### src/logic/camera_pkg.sv
package camera_pkg;

    // CSI-2 data type codes, six bits
    localparam logic [5:0] DT_FRAME_START  = 6'h00;
    localparam logic [5:0] DT_FRAME_END    = 6'h01;
    localparam logic [5:0] DT_RAW10        = 6'h2B;
    localparam logic [5:0] LONG_PACKET_MIN = 6'h10;  // codes from here up are long packets

    // RAW10 packs four pixels into five bytes
    localparam int RAW10_GROUP_BYTES = 5;
    localparam int PIXELS_PER_GROUP  = 4;

    typedef logic [9:0] pixel_t;

    // one 32-bit word per RAW10 group
    localparam int FB_ADDR_W = 8;
    localparam int FB_WORDS  = 1 << FB_ADDR_W;  // 256 words

endpackage

### src/logic/camera_if.sv
`timescale 1ns/1ps

// RAW10 payload bytes and frame events from the packet decoder
interface payload_if ();
    logic       valid;        // one payload byte
    logic [7:0] data;
    logic       frame_start;  // single-cycle pulse
    logic       frame_end;    // single-cycle pulse

    modport source (
        output valid,
        output data,
        output frame_start,
        output frame_end
    );

    modport sink (
        input valid,
        input data,
        input frame_start,
        input frame_end
    );
endinterface

// four unpacked pixels per beat, pixel 0 in the low slot
interface pixel_group_if import camera_pkg::*;
();
    logic                          valid;
    pixel_t [PIXELS_PER_GROUP-1:0] pixels;
    logic                          frame_start;
    logic                          frame_end;

    modport source (
        output valid,
        output pixels,
        output frame_start,
        output frame_end
    );

    modport sink (
        input valid,
        input pixels,
        input frame_start,
        input frame_end
    );
endinterface

### src/logic/raw10_unpack.sv
`timescale 1ns/1ps

module raw10_unpack import camera_pkg::*; (
    input  logic          byte_clk_hs,
    input  logic          reset_n_clock_96MHz,
    payload_if.sink       payload_i,
    pixel_group_if.source group_o
);

    logic [7:0] group_bytes [RAW10_GROUP_BYTES-1];  // upper bits of pixels 0..3
    logic [2:0] byte_count;
    logic       group_done;

    // fifth byte carries the two low bits of every pixel
    assign group_done = payload_i.valid && byte_count == 3'(RAW10_GROUP_BYTES - 1);

    always_ff @(posedge byte_clk_hs or negedge reset_n_clock_96MHz) begin
        if (!reset_n_clock_96MHz) begin
            byte_count          <= 3'd0;
            group_o.valid       <= 1'b0;
            group_o.frame_start <= 1'b0;
            group_o.frame_end   <= 1'b0;
        end else begin
            group_o.valid       <= group_done;
            group_o.frame_start <= payload_i.frame_start;  // same delay as data
            group_o.frame_end   <= payload_i.frame_end;
            if (payload_i.frame_start || group_done) begin
                byte_count <= 3'd0;  // no carry-over from a cut group
            end else if (payload_i.valid) begin
                byte_count <= byte_count + 3'd1;
            end
        end
    end

    always_ff @(posedge byte_clk_hs) begin
        if (payload_i.valid && !group_done) begin
            group_bytes[byte_count[1:0]] <= payload_i.data;
        end
        if (group_done) begin
            for (int k = 0; k < PIXELS_PER_GROUP; k++) begin
                group_o.pixels[k] <= {group_bytes[k], payload_i.data[2*k +: 2]};
            end
        end
    end

endmodule

### src/flat_wrapper.sv
// flat-port wrapper written by rule: the top's interface ports become plain ports
module raw10_unpack_flat import camera_pkg::*;
  (byte_clk_hs, reset_n_clock_96MHz, payload_i_valid, payload_i_data, payload_i_frame_start, payload_i_frame_end, group_o_valid, group_o_pixels, group_o_frame_start, group_o_frame_end);
  payload_if payload_i_i ();
  pixel_group_if group_o_i ();
  input  logic byte_clk_hs;
  input  logic reset_n_clock_96MHz;
  input wire logic [$bits(payload_i_i.valid)-1:0] payload_i_valid;
  input wire logic [$bits(payload_i_i.data)-1:0] payload_i_data;
  input wire logic [$bits(payload_i_i.frame_start)-1:0] payload_i_frame_start;
  input wire logic [$bits(payload_i_i.frame_end)-1:0] payload_i_frame_end;
  output wire logic [$bits(group_o_i.valid)-1:0] group_o_valid;
  output wire logic [$bits(group_o_i.pixels)-1:0] group_o_pixels;
  output wire logic [$bits(group_o_i.frame_start)-1:0] group_o_frame_start;
  output wire logic [$bits(group_o_i.frame_end)-1:0] group_o_frame_end;
  assign payload_i_i.valid = payload_i_valid;
  assign payload_i_i.data = payload_i_data;
  assign payload_i_i.frame_start = payload_i_frame_start;
  assign payload_i_i.frame_end = payload_i_frame_end;
  assign group_o_valid = group_o_i.valid;
  assign group_o_pixels = group_o_i.pixels;
  assign group_o_frame_start = group_o_i.frame_start;
  assign group_o_frame_end = group_o_i.frame_end;
  raw10_unpack u_core (.byte_clk_hs(byte_clk_hs), .reset_n_clock_96MHz(reset_n_clock_96MHz), .payload_i(payload_i_i), .group_o(group_o_i));
endmodule
### config.mk
export PLATFORM = sky130hd
export DESIGN_NAME = raw10_unpack_flat
export DESIGN_NICKNAME = d
export VERILOG_FILES = /design/src/logic/camera_pkg.sv /design/src/logic/camera_if.sv /design/src/logic/raw10_unpack.sv /design/src/flat_wrapper.sv
export SDC_FILE = /design/constraint.sdc
export NUM_CORES = 1
export LEC_CHECK = 0
export BUFFER_PORTS_ARGS = -buffer_cell sky130_fd_sc_hd__clkbuf_2
export CAP_MARGIN = 10
export CORE_MARGIN = 3
export CORE_UTILIZATION = 40
export DETAILED_ROUTE_END_ITERATION = 12
export PLACE_DENSITY_LB_ADDON = 0.3
export SLEW_MARGIN = 20
export SYNTH_ARGS = -nofsm -noshare
export SYNTH_HDL_FRONTEND = slang
export SYNTH_SLANG_ARGS = --single-unit
### constraint.sdc
create_clock -name byte_clk_hs -period 2.5 [get_ports byte_clk_hs]
set_input_delay 0.25 -clock byte_clk_hs [delete_from_list [all_inputs] [get_ports byte_clk_hs]]
set_output_delay 0.25 -clock byte_clk_hs [all_outputs]
set_load 0.01 [all_outputs]
==> results of run 1 <==
## power by group
part | switching [mW] | total, mW | internal [mW]
combinational | 0.0413 | 0.0644 | 0.0231
sequential | 0.00985 | 1.46 | 1.45
clock | 0.423 | 0.978 | 0.555
## metal layers
metal / share of wire, % / GRT usage (%) / routed length, um
met1: 42 / 14.1 / 1600
met2: 47 / 18.4 / 1830
met4: 2.2 / 5.76 / 85
met5: 0 / 0 / 0
met3: 8.6 / 7.48 / 330
## metrics by stage
stage               power [mW]  instance area, um^2
floorplan                 1.52                 2490
global placement          1.55                 2870
detailed placement        1.55                 2870
CTS                       2.53                 3100
global route              2.62                 3100
finish                    2.50                 3100
## critical path, delay by kind of cell, from the launching register on
family        cells  cell delay, ps
fa+ha+maj         1             250
buf+inv           2             530
flops             1             450
simple gates      1             200
## cells in the final DEF (no fill, tap or decap), types with 2 or more instances in the layout
master         netlist  routed
and3_1               3       3
buf_4                0       2
clkbuf_8             0       9
dfrtp_1              6       6
dlygate4sd3_1        0       2
ha_1                 4       4
nor2_1               2       2
inv_1                2       2
nand2_1              2       2
clkinvlp_4           0       2
clkinv_2             0       2
a21oi_2              2       2
clkbuf_2             0      55
bufinv_16            0       2
edfxtp_1            72      72
## cell families (layout without fill, tap and decap cells)
family	after synthesis	count (layout)
flops	78	78
fa+ha+maj	4	4
compound gates	4	4
mux	1	1
simple gates	12	12
buf+inv	3	77
## sequential cells by signal (all words and copies together), names as in the netlist
register / flops
u_core.byte_count: 3
u_core.group_o.pixels: 8
u_core.group_o.valid: 1
u_core.group_o.frame_start: 1
u_core.group_bytes: 32
u_core.group_o.frame_end: 1
group_o_pixels: 32
## repair_timing
action	4_1_cts	5_1_grt
hold buffers	2	0
gates resized for setup	0	0
hold endpoints to repair	7	0
## cell type report
type,instances,area share (%)
sequential,78,74.6
inverter,2,0.242
clock inverter,7,2.87
clock buffer,9,4.00
tap,75,3.03
timing repair buffer,59,10.0
multi-input combinational,21,5.21
## worst paths after layout
| kind | endpoint | slack, ps | cells past startpoint |
|---|---|---|---|
| min reg2reg | group_o_pixels[6] | 420 | 0 |
| max | group_o_pixels[23] | 700 | 4 |
| max reg2reg | group_o_pixels[23] | 700 | 4 |
| min in group asynchronous | u_core.group_o.frame_end | 260 | 2 |
| min | u_core.group_o.frame_start | 90 | 1 |
| max in group asynchronous | u_core.byte_count[0] | 2080 | 2 |
==> summary.md, run 1 <==
| Metric | Value |
|---|---|
| Status | `completed` |
| Worst hold path class | `in -> reg` |
| Multiplexer share of the synthesized area | `0.402%` |
| Initial antenna violation count | `0` |
| CP startpoint | `u_core.byte_count[1]` |
| Wire length per cell | `approximately 15 um` |
| Die footprint | `7210 um^2` |
| Final core utilization | `about half` |
| Total track usage | `12.3%` |
| Largest net degree at the start of global routing | `42` |
| Critical-path cell list | `inv_1 > ha_1 > and3_2 > buf_4` |
| Synth Area in Compound Gates | `1.10%` |
| Share of the synthesized area in the top cell type | `86.7%` |
| Main area contributors after synthesis | `edfxtp_1 87%, dfrtp_1 6.0%, ha_1 2.0%, and3_1 0.75%, a21oi_2 0.70%` |
| Placed cell count | `233` |
| Root Driver | `clkbuf_8` |
| Fin. max-slew vios | `0` |
| Yosys top cell by area | `edfxtp_1` |
| Setup violations, final | `0` |
| NumNets Final | `188` |
| Synth warn | `0` |
| Routed Antenna Nets | `0` |
| PortBufs | `55` |
| WP data required | `around 2500 ps` |
| Area share of and/or/nand/nor cells after synthesis | `2.96%` |
| Hold_sp | `payload_i_frame_start` |
| Final hold viol count | `0` |
| Synthesis-to-finish area growth | `24.3%` |
| Global-route wire length before repair | `roughly 6500 um` |
| Sequential element share of the synthesized area | `92.8%` |
| Num CTS Buffers | `9` |
| Adder-cell share of the synthesized area | `2.01%` |
| Fill count | `478` |
| I/O pin count | `56` |
| Syn_nets | `119` |
| Inserted Diodes | `0` |
| Reg2reg start | `u_core.byte_count[1]` |
| Post-Synth XOR/XNOR Area | `0%` |
| Fin Hold WS | `90.7 ps` |
| Worst Setup End Kind | `flip-flop` |
| Most common cell in the synthesized netlist | `edfxtp_1` |
| Max capacitance violation total | `0` |
| Final Skew | `~6.9 ps` |
| Number of enable flip-flop cells after synthesis | `between 70 and 80` |
| Placer Congestion | `0.674` |
| Final Cycle Share | `72.1%` |
| Clock-pin slew on the worst setup and hold paths | `around 80 ps` |
| Cell Pwr Density | `808 nW/um^2` |
| Area occupied by multi-input gates | `about 160 um^2` |
| RSZ-0062 raised after global routing | `no` |
| Most frequent cells after synthesis | `72 x edfxtp_1, 6 x dfrtp_1, 4 x ha_1` |
| Number of distinct library cells after synthesis | `17` |
| Worst skew pair latency | `330 ps` |
| Crit path kind | `reg -> reg` |
| Fraction of registers with async set/reset | `7.69%` |
| Crit-path slowest cell | `dfrtp_1` |
| Final min period | `between 1500 and 2000 ps` |
| Synthesized cell area | `2490 um^2` |
| Congestion Overflow GR | `0` |
| Startpoint type of the worst setup path | `flip-flop` |
| Die width | `84.9 um` |
| Largest family of logic cells by synthesized area | `simple AND/OR/NAND/NOR gates` |
| Setup bufs post-CTS | `0` |
| Rel. slew slack | `66.3%` |
| #FFs+latches synth | `78` |
| Initial DRT Pass Iterations | `4` |
| Drt total wl | `3850 um` |
| Core area | `5990 um^2` |
| Critical Path AT | `1780 ps` |
| Row count | `28` |
| Vias/cell | `4.53` |
| Setup WS pre-CTS | `697 ps` |
| Starting Density | `41.6%` |
| Dpl hpwl | `2600 um` |
| DR iter-0 viols | `just over 100` |
| CTS tree | `done` |
| Fin worst setup slack | `697 ps` |
| Crit-path max FO | `41` |
| Maximum root-to-sink buffer count | `2` |
| Drt drc | `0` |
| Total number of vias | `1,136` |
| Syn Inst Count | `102` |
| Final TNS setup | `0 ps` |
| Register area | `2310 um^2` |
| H-tree levels | `3` |
| Share of layout cells above drive strength 1 | `between 40% and 50%` |
| Max Clk Rate | `555 MHz` |
| Non-filler cells, final | `251` |
| Synth Flop Type | `edfxtp_1` |
| Syn avg cell area | `24.4 um^2` |
| Die Height | `84.9 um` |
| Vias in the first global route | `1,216` |
| Slowest stage delay, CP | `about 450 ps` |
| Tightest Pin Transition | `between 500 and 600 ps` |
| Clk sinks | `78` |
| Worst VDD drop | `0.312 mV` |
| Pleak | `~1.2 nW` |
Power figures use the tool's default switching activity.
==> run 2, diff against run 1 <==
==> constraint.sdc (replaced) <==
create_clock -name byte_clk_hs -period 1.65 [get_ports byte_clk_hs]
set_input_delay 0.165 -clock byte_clk_hs [delete_from_list [all_inputs] [get_ports byte_clk_hs]]
set_output_delay 0.165 -clock byte_clk_hs [all_outputs]
set_load 0.01 [all_outputs]
==> run 2 against run 1 <==
  * Via count is 0.62% higher
  * Largest power group unchanged
  * Core utilization is 0.31 points higher
  * Highest routed layer unchanged
  * Combinational power increased by 79%
  * Final cell count increased by 2.0%
  * Largest cell class unchanged
  * Critical endpoint is now u_core.group_bytes[3][0]
==> summary.md, run 2 (synthesis gave the netlist of run 1 again) <==
| Metric | Value |
|---|---|
| NumNets Final | `194` |
| Setup bufs post-CTS | `0` |
| Crit-path slowest cell | `and3_1` |
| Largest net degree at the start of global routing | `26` |
| CP endpoint | `u_core.group_bytes[3][0]` |
| H-tree levels | `3` |
| Row count | `28` |
| Starting Density | `a little over two fifths` |
| DR iter-0 viols | `68` |
| Critical path depth | `4` |
| Die width | `84.9 um` |
| Max Clk Rate | `about 660 MHz` |
| Slowest stage delay, CP | `400 ps` |
| Final min period | `1530 ps` |
| Reg2reg start | `u_core.byte_count[0]` |
| R2R setup slack | `120 ps` |
| Die Height | `around 85 um` |
| Rel. slew slack | `between 70% and 80%` |
| Initial antenna violation count | `0` |
| Synthesis-to-finish area growth | `25.1%` |
| Commonest non-fill, non-tap cell in the layout | `edfxtp_1` |
| Tightest Pin Transition | `384 ps` |
| Die footprint | `7210 um^2` |
| Final Cycle Share | `a little over 90%` |
| CTS Hold Bufs | `3` |
| Wire length per cell | `between 10 and 15 um` |
| Routed Antenna Nets | `0` |
| Placed cell count | `238` |
| CP startpoint | `u_core.byte_count[0]` |
| CTS resizes | `0` |
| CTS tree | `done` |
| R2r worst-path depth | `4` |
| Max capacitance violation total | `0` |
| Worst hold path class | `in -> reg` |
| Final hold viol count | `0` |
| Worst VDD drop | `0.485 mV` |
| Share of layout cells above drive strength 1 | `43.6%` |
| Dpl hpwl | `2580 um` |
| Buf/Inv on CP | `1` |
| Area occupied by multi-input gates | `around 170 um^2` |
| Vias/cell | `4.46` |
| Most frequent cells in the layout | `72 x edfxtp_1, 55 x clkbuf_2, 9 x clkbuf_8, 6 x dfrtp_1, 5 x buf_4` |
| Clk sinks | `between 70 and 80` |
| Root Driver | `clkbuf_8` |
| Initial DRT Pass Iterations | `4` |
| Crit-path max FO | `8` |
| Total track usage | `between 10% and 20%` |
| Fin. max-slew vios | `0` |
| FF-to-FF End | `u_core.group_bytes[3][0]` |
| Final Skew | `5.84 ps` |
| Hold_sp | `payload_i_data[2]` |
| Clock-pin slew on the worst setup and hold paths | `70 ps` |
| Worst Setup End Kind | `flip-flop` |
| Placer Congestion | `0.675` |
| Maximum root-to-sink buffer count | `2` |
| Inserted Diodes | `0` |
| Pleak | `1.17 nW` |
| Status | `completed` |
| Congestion Overflow GR | `0` |
| Fill count | `480` |
| Startpoint type of the worst setup path | `flip-flop` |
| Register area | `2310 um^2` |
| Final core utilization | `a little over half` |
| Core area | `between 5000 and 6000 um^2` |
| CP top delay family | `simple AND/OR/NAND/NOR gates` |
| Vias in the first global route | `1,223` |
| Critical Path AT | `1530 ps` |
| Worst skew pair latency | `340 ps` |
| WP data required | `between 1500 and 2000 ps` |
| Setup violations, final | `0` |
| Total number of vias | `1,143` |
| Crit path kind | `reg -> reg` |
| Global-route wire length before repair | `5950 um` |
| Hold Path Stages | `1` |
| Num CTS Buffers | `9` |
| Drt total wl | `3760 um` |
| Drt drc | `0` |
| Cell Pwr Density | `between 1000 and 1500 nW/um^2` |
| PortBufs | `55` |
| Non-filler cells, final | `256` |
| Final TNS setup | `0 ps` |
| Critical-path cell list | `inv_1 > ha_1 > nand2_2 > and3_1` |
| I/O pin count | `56` |
| RSZ-0062 raised after global routing | `no` |
-- run 2: routing by layer --
| layer | track usage [%] | up-vias | wire length [um] |
|---|---|---|---|
| met3 | 4.85 | 6 | 258 |
| met2 | 18.1 | 37 | 1870 |
| met4 | 6.91 | 0 | 80 |
| li1 | - | 545 | - |
| met1 | 12.4 | 555 | 1550 |
| met5 | 0 | - | 0 |
-- run 2: per-stage QoR --
step / hold WS, ps / power, mW / area [um^2] / setup slack, ps
finish: 62.2 / 3.47 / 3120 / 125
global route: 50.4 / 3.62 / 3120 / 25.8
CTS: 45.3 / 3.50 / 3120 / 94.2
detailed placement: 1.79 / 2.36 / 2930 / 106
global placement: 0.853 / 2.36 / 2930 / 199
floorplan: -131 / 2.30 / 2500 / 107
-- run 2: final cells by class --
cell class              count  share of cell area [%]
flip-flops and latches     78                    74.2
repair buffers             65                    12.3
multi-input cells          21                    5.30
clock buffers              10                    4.09
well taps                  75                    3.01
clock inverters             5                   0.883
inverters                   2                   0.241
-- run 2: worst register-to-register path, stage by stage (launching register included) --
cell and delay [ps]:
dfrtp_1 350, inv_1 70, ha_1 260, nand2_2 110, and3_1 400
-- run 2: worst min path at each step --
stage,end,slack [ps]
CTS,u_core.group_bytes[2][6],50
detailed placement,u_core.group_o.frame_start,2
global placement,u_core.group_o.frame_start,0.9
global route,u_core.group_bytes[1][3],50
finish,u_core.group_bytes[0][2],60
floorplan,u_core.byte_count[0],-130
-- run 2: power by group --
group	leakage, nW	internal [mW]	switching (mW)
Clock	0.0732	0.524	0.618
Sequential	0.731	2.20	0.0102
Combinational	0.369	0.0467	0.0688
Total	1.17	2.77	0.697
