==> src/logic/camera_pkg.sv <==
package camera_pkg;

    // CSI-2 data type codes, six bits
    localparam logic [5:0] DT_FRAME_START  = 6'h00;
    localparam logic [5:0] DT_FRAME_END    = 6'h01;
    localparam logic [5:0] DT_RAW10        = 6'h2B;
    localparam logic [5:0] LONG_PACKET_MIN = 6'h10;  // codes from here up are long packets

    // RAW10 packs four pixels into five bytes
    localparam int RAW10_GROUP_BYTES = 5;
    localparam int PIXELS_PER_GROUP  = 4;

    typedef logic [9:0] pixel_t;

    // one 32-bit word per RAW10 group
    localparam int FB_ADDR_W = 8;
    localparam int FB_WORDS  = 1 << FB_ADDR_W;  // 256 words

endpackage

==> src/logic/camera_if.sv <==
`timescale 1ns/1ps

// RAW10 payload bytes and frame events from the packet decoder
interface payload_if ();
    logic       valid;        // one payload byte
    logic [7:0] data;
    logic       frame_start;  // single-cycle pulse
    logic       frame_end;    // single-cycle pulse

    modport source (
        output valid,
        output data,
        output frame_start,
        output frame_end
    );

    modport sink (
        input valid,
        input data,
        input frame_start,
        input frame_end
    );
endinterface


==> src/logic/csi2_packet_decode.sv <==
`timescale 1ns/1ps

module csi2_packet_decode import camera_pkg::*; (
    input  logic       byte_clk_hs,
    input  logic       reset_n_clock_96MHz,
    input  logic       byte_valid_i,
    input  logic [7:0] byte_i,
    input  logic       sot_i,
    payload_if.source  payload_o,
    output logic [7:0] ecc_error_count_o
);

    typedef enum logic [1:0] {
        ST_HEADER,
        ST_PAYLOAD,
        ST_CRC,
        ST_DISCARD
    } state_t;

    state_t      state;
    logic [1:0]  byte_index;     // header byte, then crc byte position
    logic [15:0] bytes_left;     // payload bytes still to come
    logic        forward_raw10;  // current long packet is pixel data
    logic [7:0]  header_id;
    logic [7:0]  header_wc_lo;
    logic [7:0]  header_wc_hi;
    logic [5:0]  header_dt;
    logic [15:0] header_wc;
    logic        ecc_ok;

    // CSI-2 header Hamming code, one parity mask per ECC bit
    function automatic logic [5:0] csi2_ecc(input logic [23:0] d);
        logic [5:0] p;
        p[0] = ^(d & 24'hF1_2CB7);
        p[1] = ^(d & 24'hF2_555B);
        p[2] = ^(d & 24'h74_9A6D);
        p[3] = ^(d & 24'hB8_E38E);
        p[4] = ^(d & 24'hDF_03F0);
        p[5] = ^(d & 24'hEF_FC00);
        return p;
    endfunction

    assign header_dt = header_id[5:0];  // virtual channel ignored
    assign header_wc = {header_wc_hi, header_wc_lo};
    assign ecc_ok    = byte_i == {2'b00, csi2_ecc({header_wc_hi, header_wc_lo, header_id})};

    always_ff @(posedge byte_clk_hs or negedge reset_n_clock_96MHz) begin
        if (!reset_n_clock_96MHz) begin
            state                 <= ST_DISCARD;  // wait for the first sot
            byte_index            <= 2'd0;
            bytes_left            <= 16'd0;
            forward_raw10         <= 1'b0;
            ecc_error_count_o     <= 8'd0;
            payload_o.valid       <= 1'b0;
            payload_o.frame_start <= 1'b0;
            payload_o.frame_end   <= 1'b0;
        end else begin
            payload_o.valid       <= 1'b0;
            payload_o.frame_start <= 1'b0;
            payload_o.frame_end   <= 1'b0;
            if (byte_valid_i && sot_i) begin
                state      <= ST_HEADER;  // sot byte is the data identifier
                byte_index <= 2'd1;
            end else if (byte_valid_i) begin
                case (state)
                    ST_HEADER: begin
                        byte_index <= byte_index + 2'd1;
                        if (byte_index == 2'd3) begin
                            if (!ecc_ok) begin
                                state <= ST_DISCARD;  // drop until next sot
                                if (ecc_error_count_o != 8'hFF) begin
                                    ecc_error_count_o <= ecc_error_count_o + 8'd1;
                                end
                            end else if (header_dt < LONG_PACKET_MIN) begin
                                state                 <= ST_DISCARD;
                                payload_o.frame_start <= header_dt == DT_FRAME_START;
                                payload_o.frame_end   <= header_dt == DT_FRAME_END;
                            end else begin
                                bytes_left    <= header_wc;
                                forward_raw10 <= header_dt == DT_RAW10;
                                byte_index    <= 2'd0;
                                state         <= (header_wc == 16'd0) ? ST_CRC : ST_PAYLOAD;
                            end
                        end
                    end
                    ST_PAYLOAD: begin
                        payload_o.valid <= forward_raw10;  // other types skipped silently
                        bytes_left      <= bytes_left - 16'd1;
                        if (bytes_left == 16'd1) begin
                            state <= ST_CRC;
                        end
                    end
                    ST_CRC: begin
                        byte_index <= byte_index + 2'd1;  // two crc bytes, not checked
                        if (byte_index == 2'd1) begin
                            state <= ST_DISCARD;
                        end
                    end
                    default: ;
                endcase
            end
        end
    end

    always_ff @(posedge byte_clk_hs) begin
        if (byte_valid_i) begin
            if (sot_i) begin
                header_id <= byte_i;
            end else if (state == ST_HEADER && byte_index == 2'd1) begin
                header_wc_lo <= byte_i;
            end else if (state == ST_HEADER && byte_index == 2'd2) begin
                header_wc_hi <= byte_i;
            end
            payload_o.data <= byte_i;  // qualified by payload_o.valid
        end
    end

endmodule

==> src/flat_wrapper.sv <==
// flat-port wrapper written by rule: the top's interface ports become plain ports
module csi2_packet_decode_flat import camera_pkg::*;
  (byte_clk_hs, reset_n_clock_96MHz, byte_valid_i, byte_i, sot_i, ecc_error_count_o, payload_o_valid, payload_o_data, payload_o_frame_start, payload_o_frame_end);
  payload_if payload_o_i ();
  input  logic byte_clk_hs;
  input  logic reset_n_clock_96MHz;
  input  logic byte_valid_i;
  input  logic [7:0] byte_i;
  input  logic sot_i;
  output logic [7:0] ecc_error_count_o;
  output wire logic [$bits(payload_o_i.valid)-1:0] payload_o_valid;
  output wire logic [$bits(payload_o_i.data)-1:0] payload_o_data;
  output wire logic [$bits(payload_o_i.frame_start)-1:0] payload_o_frame_start;
  output wire logic [$bits(payload_o_i.frame_end)-1:0] payload_o_frame_end;
  assign payload_o_valid = payload_o_i.valid;
  assign payload_o_data = payload_o_i.data;
  assign payload_o_frame_start = payload_o_i.frame_start;
  assign payload_o_frame_end = payload_o_i.frame_end;
  csi2_packet_decode u_core (.byte_clk_hs(byte_clk_hs), .reset_n_clock_96MHz(reset_n_clock_96MHz), .byte_valid_i(byte_valid_i), .byte_i(byte_i), .sot_i(sot_i), .payload_o(payload_o_i), .ecc_error_count_o(ecc_error_count_o));
endmodule
==> config.mk <==
export PLATFORM = sky130hd
export DESIGN_NAME = csi2_packet_decode_flat
export DESIGN_NICKNAME = d
export VERILOG_FILES = /design/src/logic/camera_pkg.sv /design/src/logic/camera_if.sv /design/src/logic/csi2_packet_decode.sv /design/src/flat_wrapper.sv
export SDC_FILE = /design/constraint.sdc
export NUM_CORES = 1
export LEC_CHECK = 0
export ABC_AREA = 1
export BUFFER_PORTS_ARGS = -buffer_cell sky130_fd_sc_hd__buf_2
export CORE_ASPECT_RATIO = 1.2
export CORE_MARGIN = 4
export CORE_UTILIZATION = 60
export CTS_CLUSTER_DIAMETER = 200
export DETAILED_ROUTE_END_ITERATION = 10
export PLACE_DENSITY = 0.88
export SYNTH_ARGS = -nofsm -noshare
export SYNTH_HDL_FRONTEND = slang
export SYNTH_SLANG_ARGS = --single-unit
==> constraint.sdc <==
create_clock -name byte_clk_hs -period 3.2 [get_ports byte_clk_hs]
set_clock_uncertainty 0.1 [all_clocks]
set_input_delay 0.32 -clock byte_clk_hs [delete_from_list [all_inputs] [get_ports byte_clk_hs]]
set_output_delay 0.32 -clock byte_clk_hs [all_outputs]
set_load 0.01 [all_outputs]
==> results.toml, run 1 <==
[job]
maxCapViolCount = 0

[timing]
fin_hold_ws_ns = 0.122
finalHoldViolCount = 0
setup_violations = 0
slew_headroom_pct = 49.2
tns_ns = 0
fin_crit_sh_pct = 81.6
slew_viol_final = 0
setup_ws_ns = 0.589
fmax_ghz = 0.383
fin_crit_ns = 2.61
tightest_slew_ns = 0.758
rsz0062_at_grt = "false"

[clocking]
clockBufferDepth = 2
clkTransAtPathRegs_ns = 0.07
clkSinkCount = 64
clk_latency_ns = 0.35
tritoncts = "yes"
cts_root_buf = "clkbuf_8"
cts_resized = 0
cts_buffers = 9
htreeDepth = 3

[routing]
drc = 0
ant_nets = 0
first_iter_violations = 410
wl_microns = 9550
vias = 3665
drtPass1Iterations = 6
wl_per_cell_microns = 14.2
vias_per_cell = 5.47

[setup_path]
reg2reg_to = "u_core.bytes_left[15]"
cp-startpoint = "u_core.header_id[0]"
cp-start-kind = "register"
critPathArrivalTime_ns = 2.75
crit_end = "u_core.bytes_left[15]"
worstSetupPathType = "register to register"
path_max_fanout = 16
r2r_slack_ns = 0.59
r2r_cells = 13
worstSetupEndpointType = "register"
cp.required_ns = 3.34
worstReg2RegStart = "u_core.header_id[0]"

[grt]
grt_pass1_wl_microns = 15800
antenna_found_initial = 0
met3_usage_pct = 4.35
grt_use_met1_pct = 27.1
busiest_layer = "met2"
grt_usage_pct = 23.8
grt_util_met2_pct = 42.5
grt_max_degree = 33
grt_pass1_vias = 3588
overflow = 0

[layout]
final_cell_mix = "nand2_1 (190), inv_1 (74), nand3_1 (36), nor2_1 (32), edfxtp_1 (32)"
multi_input_area_sq_um = 2100
n_antenna_cell = 0
seqCellArea_sq_um = 1760
drive_gt1_share_pct = 12.5
final_common_cell = "nand2_1"
final_cell_count_no_fill = 670
postLayoutCoreUtil_pct = 67.9
num-nets-final = 615
fill_cells = 562
syn2layout_area_growth_pct = 10.5

[die]
fp.dieW_microns = 84.5
rows = 33
io-pin-count = 31
start_util_pct = 61.5
die_area_sq_um = 8430
core_sq_um = 6850
fp.dieH_microns = 99.8

[place]
dpl.hpwl_microns = 7160
place_inst = 653
gp_congestion = 0.911
dp_worst_setup_slack_ns = 0.630
io_buffers = 30

[synthesis]
async_flop_share_pct = 50.0
seq_area_frac_synth_pct = 41.9
syn_nets = 577
yosys.cell_types.count = 37
yosys_warnings = 0
synth_ff_type = "edfxtp_1"
syn-cell-area_sq_um = 4210
ys_seq_elements = 64
synth.avg_cell_area_sq_um = 7.80
synth_edf_count = 32
syn-instance-count = 540

[power_and_ir_drop]
leakage_nw = 2.44
ir_drop_mv = 0.385
p_per_area_nw_per_um2 = 693

[run_status]
status = "complete, no violations"

[min_path]
hp-start = "byte_i[6]"
holdCritPathClass = "input pin to register"
==> routing by layer <==
metal  part of all wire (%)  routed length, microns
met5                      0                       0
met4                    2.8                     269
met3                    6.1                     584
met2                     52                    4920
met1                     40                    3770
==> worst min path at each step <==
| stage | end | slack (ns) | cells past startpoint |
|---|---|---|---|
| 6_report | u_core.header_id[6] | 0.12 | 1 |
| 3_5_place_dp | u_core.ecc_error_count_o[4] | 0.31 | 1 |
| 4_1_cts | u_core.header_id[6] | 0.11 | 1 |
| 5_1_grt | u_core.header_id[6] | 0.11 | 1 |
| 2_1_floorplan | u_core.byte_index[0] | -0.08 | 0 |
| 3_3_place_gp | u_core.ecc_error_count_o[4] | 0.30 | 1 |
==> final cells by class <==
class	instances	share of cell area (%)
clock buffers	13	3.44
clock inverters	3	0.860
inverters	81	6.53
multi-input cells	389	45.2
flip-flops and latches	64	37.9
well taps	87	2.34
repair buffers	33	3.76
==> sequential cells by signal (all words and copies together), names as in the netlist, 2 cells and up <==
name	flops
u_core.byte_index	2
u_core.bytes_left	16
u_core.ecc_error_count_o	8
u_core.header_id	8
u_core.header_wc_hi	8
u_core.header_wc_lo	8
u_core.payload_o.data	8
u_core.state	2
==> critical path, stage by stage (launching register included) <==
cell and delay (ns):
edfxtp_1 0.47, inv_1 0.07, ha_1 0.36, xnor2_1 0.32
xor2_1 0.24, a21oi_1 0.07, nor2_1 0.15, nand2_2 0.11
nor2_8 0.16, nand3_2 0.08, nand2_2 0.08, nand2_4 0.12
nand2_1 0.09, nand2_1 0.06
==> synth_stat cells (2+ instances only) <==
| cell | count | area share (%) |
|---|---|---|
| nand2_1 | 190 | 17 |
| inv_1 | 74 | 6.6 |
| nand3_1 | 36 | 4.3 |
| edfxtp_1 | 32 | 23 |
| nor2_1 | 32 | 2.9 |
| dfrtp_1 | 30 | 18 |
| ha_1 | 25 | 7.4 |
| o21ai_0 | 19 | 2.3 |
| xor2_1 | 17 | 3.5 |
| xnor2_1 | 16 | 3.3 |
| a21oi_1 | 9 | 1.1 |
| nand2_2 | 9 | 1.3 |
| nand4_1 | 8 | 1.2 |
| inv_2 | 7 | 0.62 |
| a31oi_1 | 4 | 0.59 |
| clkbuf_1 | 3 | 0.27 |
| nor3b_1 | 3 | 0.53 |
| buf_6 | 2 | 0.53 |
| dfstp_2 | 2 | 1.2 |
| nand2_4 | 2 | 0.53 |
| nand3_2 | 2 | 0.48 |
| o22ai_1 | 2 | 0.30 |
| or2_2 | 2 | 0.30 |
==> kinds of logic (layout without fill, tap and decap cells) <==
group	count (synthesis)	after routing	synth area share, %
flip-flops	64	64	41.9
XOR/XNOR	33	33	6.86
AND/OR/NAND/NOR	291	291	30.4
adder cells (fa/ha/maj)	25	25	7.42
AO/OA/AOI/OAI	40	40	5.28
buffers and inverters	87	130	8.19
==> power by group <==
group / internal (mW) / switching [mW]
logic: 0.467 / 0.868
registers: 1.02 / 0.146
clock network: 0.406 / 0.319
==> per-stage QoR <==
stage | area, sq um | total power [mW]
final | 4660 | 3.23
after global routing | 4660 | 3.48
after CTS | 4660 | 3.22
after detailed placement | 4450 | 2.48
after global placement | 4450 | 2.40
after floorplan | 4210 | 2.17
==> what timing repair did <==
action	CTS	global route
setup buffers	0	0
hold endpoints to repair	30	0
hold buffers	1	0
Power figures use the tool's default switching activity.
==> run 2: changes to the inputs <==
--- a/config.mk
+++ b/config.mk
@@ -5,14 +5,14 @@
 export SDC_FILE = /design/constraint.sdc
 export NUM_CORES = 1
 export LEC_CHECK = 0
-export ABC_AREA = 1
+export ABC_AREA = 0
 export BUFFER_PORTS_ARGS = -buffer_cell sky130_fd_sc_hd__buf_2
 export CORE_ASPECT_RATIO = 1.2
 export CORE_MARGIN = 4
 export CORE_UTILIZATION = 60
 export CTS_CLUSTER_DIAMETER = 200
 export DETAILED_ROUTE_END_ITERATION = 10
-export PLACE_DENSITY = 0.88
+export PLACE_DENSITY = 0.89
 export SYNTH_ARGS = -nofsm -noshare
 export SYNTH_HDL_FRONTEND = slang
 export SYNTH_SLANG_ARGS = --single-unit
==> constraint.sdc (replaced) <==
create_clock -name byte_clk_hs -period 2.7 [get_ports byte_clk_hs]
set_clock_uncertainty 0.1 [all_clocks]
set_input_delay 0.27 -clock byte_clk_hs [delete_from_list [all_inputs] [get_ports byte_clk_hs]]
set_output_delay 0.27 -clock byte_clk_hs [all_outputs]
set_load 0.01 [all_outputs]
==> run 2 against run 1 <==
Net effect:
- the run now ends with setup timing left
- global-route usage rose by 9.7 points
- first-iteration DRC count rose by 34%
- critical path depth fell by 3
- utilization rose by 18 points
- register-to-register slack got worse by 1.1 ns
==> results.toml, run 2 <==
[layout]
n_antenna_cell = 0
drive_gt1_share_pct = 39.3
seqCellArea_sq_um = 1760
largest_reg_flops = 16
postLayoutCoreUtil_pct = 86.4
stdcell_area_sq_um = 5260
syn2layout_area_growth_pct = 38.5
multi_input_area_sq_um = 2320
fill_cells = 257
final_common_cell = "buf_4"
regMostFlops = "u_core.bytes_left"
final_cell_mix = "buf_4 (54), edfxtp_1 (32), buf_2 (30), dfrtp_1 (30), inv_1 (24)"
final_cell_count_no_fill = 532
num-nets-final = 482

[timing]
rsz0062_at_grt = "true"
fin_crit_sh_pct = 120
slew_viol_final = 0
slew_headroom_pct = 51.5
setup_ws_ns = -0.549
tightest_slew_ns = 0.727
setup_violations = 30
finalHoldViolCount = 0
fmax_ghz = 0.308
fin_crit_ns = 3.25

[synthesis]
async_flop_share_pct = 50.0
synth_compound_area_share_pct = 10.1
yosys-top-cells-area = "edfxtp_1 (25%), dfrtp_1 (20%), ha_1 (8.2%)"
yosys_warnings = 0
syn-instance-count = 343
synth_edf_count = 32
synth.area.mux_share_pct = 2.14
synth_xor_area_share_pct = 13.8
synthAdderAreaFrac_pct = 8.23
ys_seq_elements = 64
synth_ff_type = "edfxtp_1"
synth_top_family_by_area = "simple AND/OR/NAND/NOR gates"
netlist_top_cells_count = "inv_1 (34), edfxtp_1 (32), dfrtp_1 (30)"
seq_area_frac_synth_pct = 46.4
syn-cell-area_sq_um = 3800
yosys.area_share.simple_pct = 15.2
yosys.cell_types.count = 49
synth_top_area_share_pct = 25.3
post-synth-top-count-cell = "inv_1"
syn_nets = 380
synth.largest_area_cell = "edfxtp_1"
synth.avg_cell_area_sq_um = 11.1

[setup_path]
worstSetupPathType = "register to register"
r2r_slack_ns = -0.55
cp_num_buf_inv = 2
critPathArrivalTime_ns = 3.39
path_max_fanout = 5
r2r_cells = 10
cp.required_ns = 2.84
worstReg2RegStart = "u_core.header_id[5]"
crit_path_cell_trace = "inv_2, ha_4, xnor2_2, xnor2_1, xnor3_1, nor4_4, a31oi_2, buf_4, o21a_1, a311o_1"
cp-start-kind = "register"
reg2reg_to = "u_core.bytes_left[4]"
crit_path_top_delay_cell = "edfxtp_1"
cp_top_family = "XOR/XNOR gates"
worstSetupEndpointType = "register"
max_stage_delay_ns = 0.46

[place]
dpl.hpwl_microns = 6920
postPlaceCellArea_sq_um = 4460
place_inst = 499
gp_congestion = 0.906
dp_worst_setup_slack_ns = -0.291
io_buffers = 30

[grt]
grt_max_degree = 33
met3_usage_pct = 7.37
grt_use_met1_pct = 38.9
grt_pass1_vias = 3464
overflow = 0
antenna_found_initial = 0
grt_pass1_wl_microns = 18500
busiest_layer = "met2"
grt_util_met2_pct = 56.4
grt_usage_pct = 33.4

[clocking]
clkSinkCount = 64
cts_root_buf = "clkbuf_8"
cts_buffers = 9
clkTransAtPathRegs_ns = 0.09
clockBufferDepth = 2
clk_latency_ns = 0.37
htreeDepth = 3
tritoncts = "yes"

[routing]
wl_per_cell_microns = 26.8
first_iter_violations = 548
ant_nets = 0
drtPass1Iterations = 6
vias = 3612
drc = 0
vias_per_cell = 6.79
wl_microns = 14200

[die]
die_area_sq_um = 7680
fp.dieH_microns = 95.2
core_sq_um = 6090
io-pin-count = 31
fp.dieW_microns = 80.6
rows = 31
start_util_pct = 62.4

[min_path]
hold_end = "u_core.header_id[3]"
holdPathStages = 1
hp-start = "byte_i[3]"
holdCritPathClass = "input pin to register"

[power_and_ir_drop]
leakage_nw = 2.38
p_total_mw = 4.07
p_per_area_nw_per_um2 = 773
ir_drop_mv = 0.737

[run_status]
violations = "setup timing"
status = "finished with violations"

[job]
maxCapViolCount = 0
## run 2: final cells by class
type	count	area share, %
Sequential cell	64	33.5
Multi-Input combinational cell	238	44.2
Clock inverter	7	1.97
Inverter	34	2.43
Timing Repair Buffer	98	13.6
Clock buffer	9	2.35
Tap cell	82	1.95
## run 2: how the worst max path moves through the flow
stage                           startpoint                     to  slack [ns]  depth (start not counted)
CTS                 u_core.header_wc_lo[5]  u_core.bytes_left[11]       -0.20                         10
global route           u_core.header_id[3]   u_core.bytes_left[2]       -0.50                         11
detailed placement  u_core.header_wc_lo[0]  u_core.bytes_left[13]       -0.29                         10
global placement    u_core.header_wc_lo[0]  u_core.bytes_left[11]       -0.17                         10
finish                 u_core.header_id[5]   u_core.bytes_left[4]       -0.55                         10
floorplan           u_core.header_wc_lo[4]   u_core.bytes_left[2]       -0.07                         10
## run 2: cells by family (layout without fill, tap and decap cells)
family          Yosys count  count (layout)
compound gates           56              56
xor+xnor                 45              45
fa+ha+maj                25              25
buf+inv                  41             148
flops                    64              64
mux                       8               8
simple gates            104             104
## run 2: power breakdown
part           internal [mW]  switching [mW]  total, mW
clock                  0.531           0.449      0.979
sequential              1.19           0.198       1.39
combinational          0.786           0.916       1.70
total                   2.50            1.56       4.07
## run 2: worst register-to-register path, stage by stage, from the launching register on
cell and delay (ns):
edfxtp_1 0.46, inv_2 0.13, ha_4 0.23, xnor2_2 0.16, xnor2_1 0.26, xnor3_1 0.43
nor4_4 0.42, a31oi_2 0.18, buf_4 0.22, o21a_1 0.17, a311o_1 0.36
## run 2: through the flow
step | hold WS, ns | TNS, ns
after floorplan | -0.126 | -0.185
after global placement | 0.272 | -2.22
after detailed placement | 0.270 | -4.42
after CTS | 0.0594 | -2.06
after global routing | 0.0546 | -11.24
final | 0.0578 | -11.35
## run 2: timing repair
action | CTS | global route
cloned | 1 | 1
setup endpoints to repair | 30 | 30
pin swaps | 21 | 17
hold endpoints to repair | 30 | 0
buffers inserted | 8 | 9
gates resized for setup | 50 | 41
hold buffers | 1 | 0
## run 2: per-layer routing
metal  share of wire, %  wire (microns)
met1                 34            4800
met3                 10            1450
met5                  0               0
met2                 48            6770
met4                8.5            1220
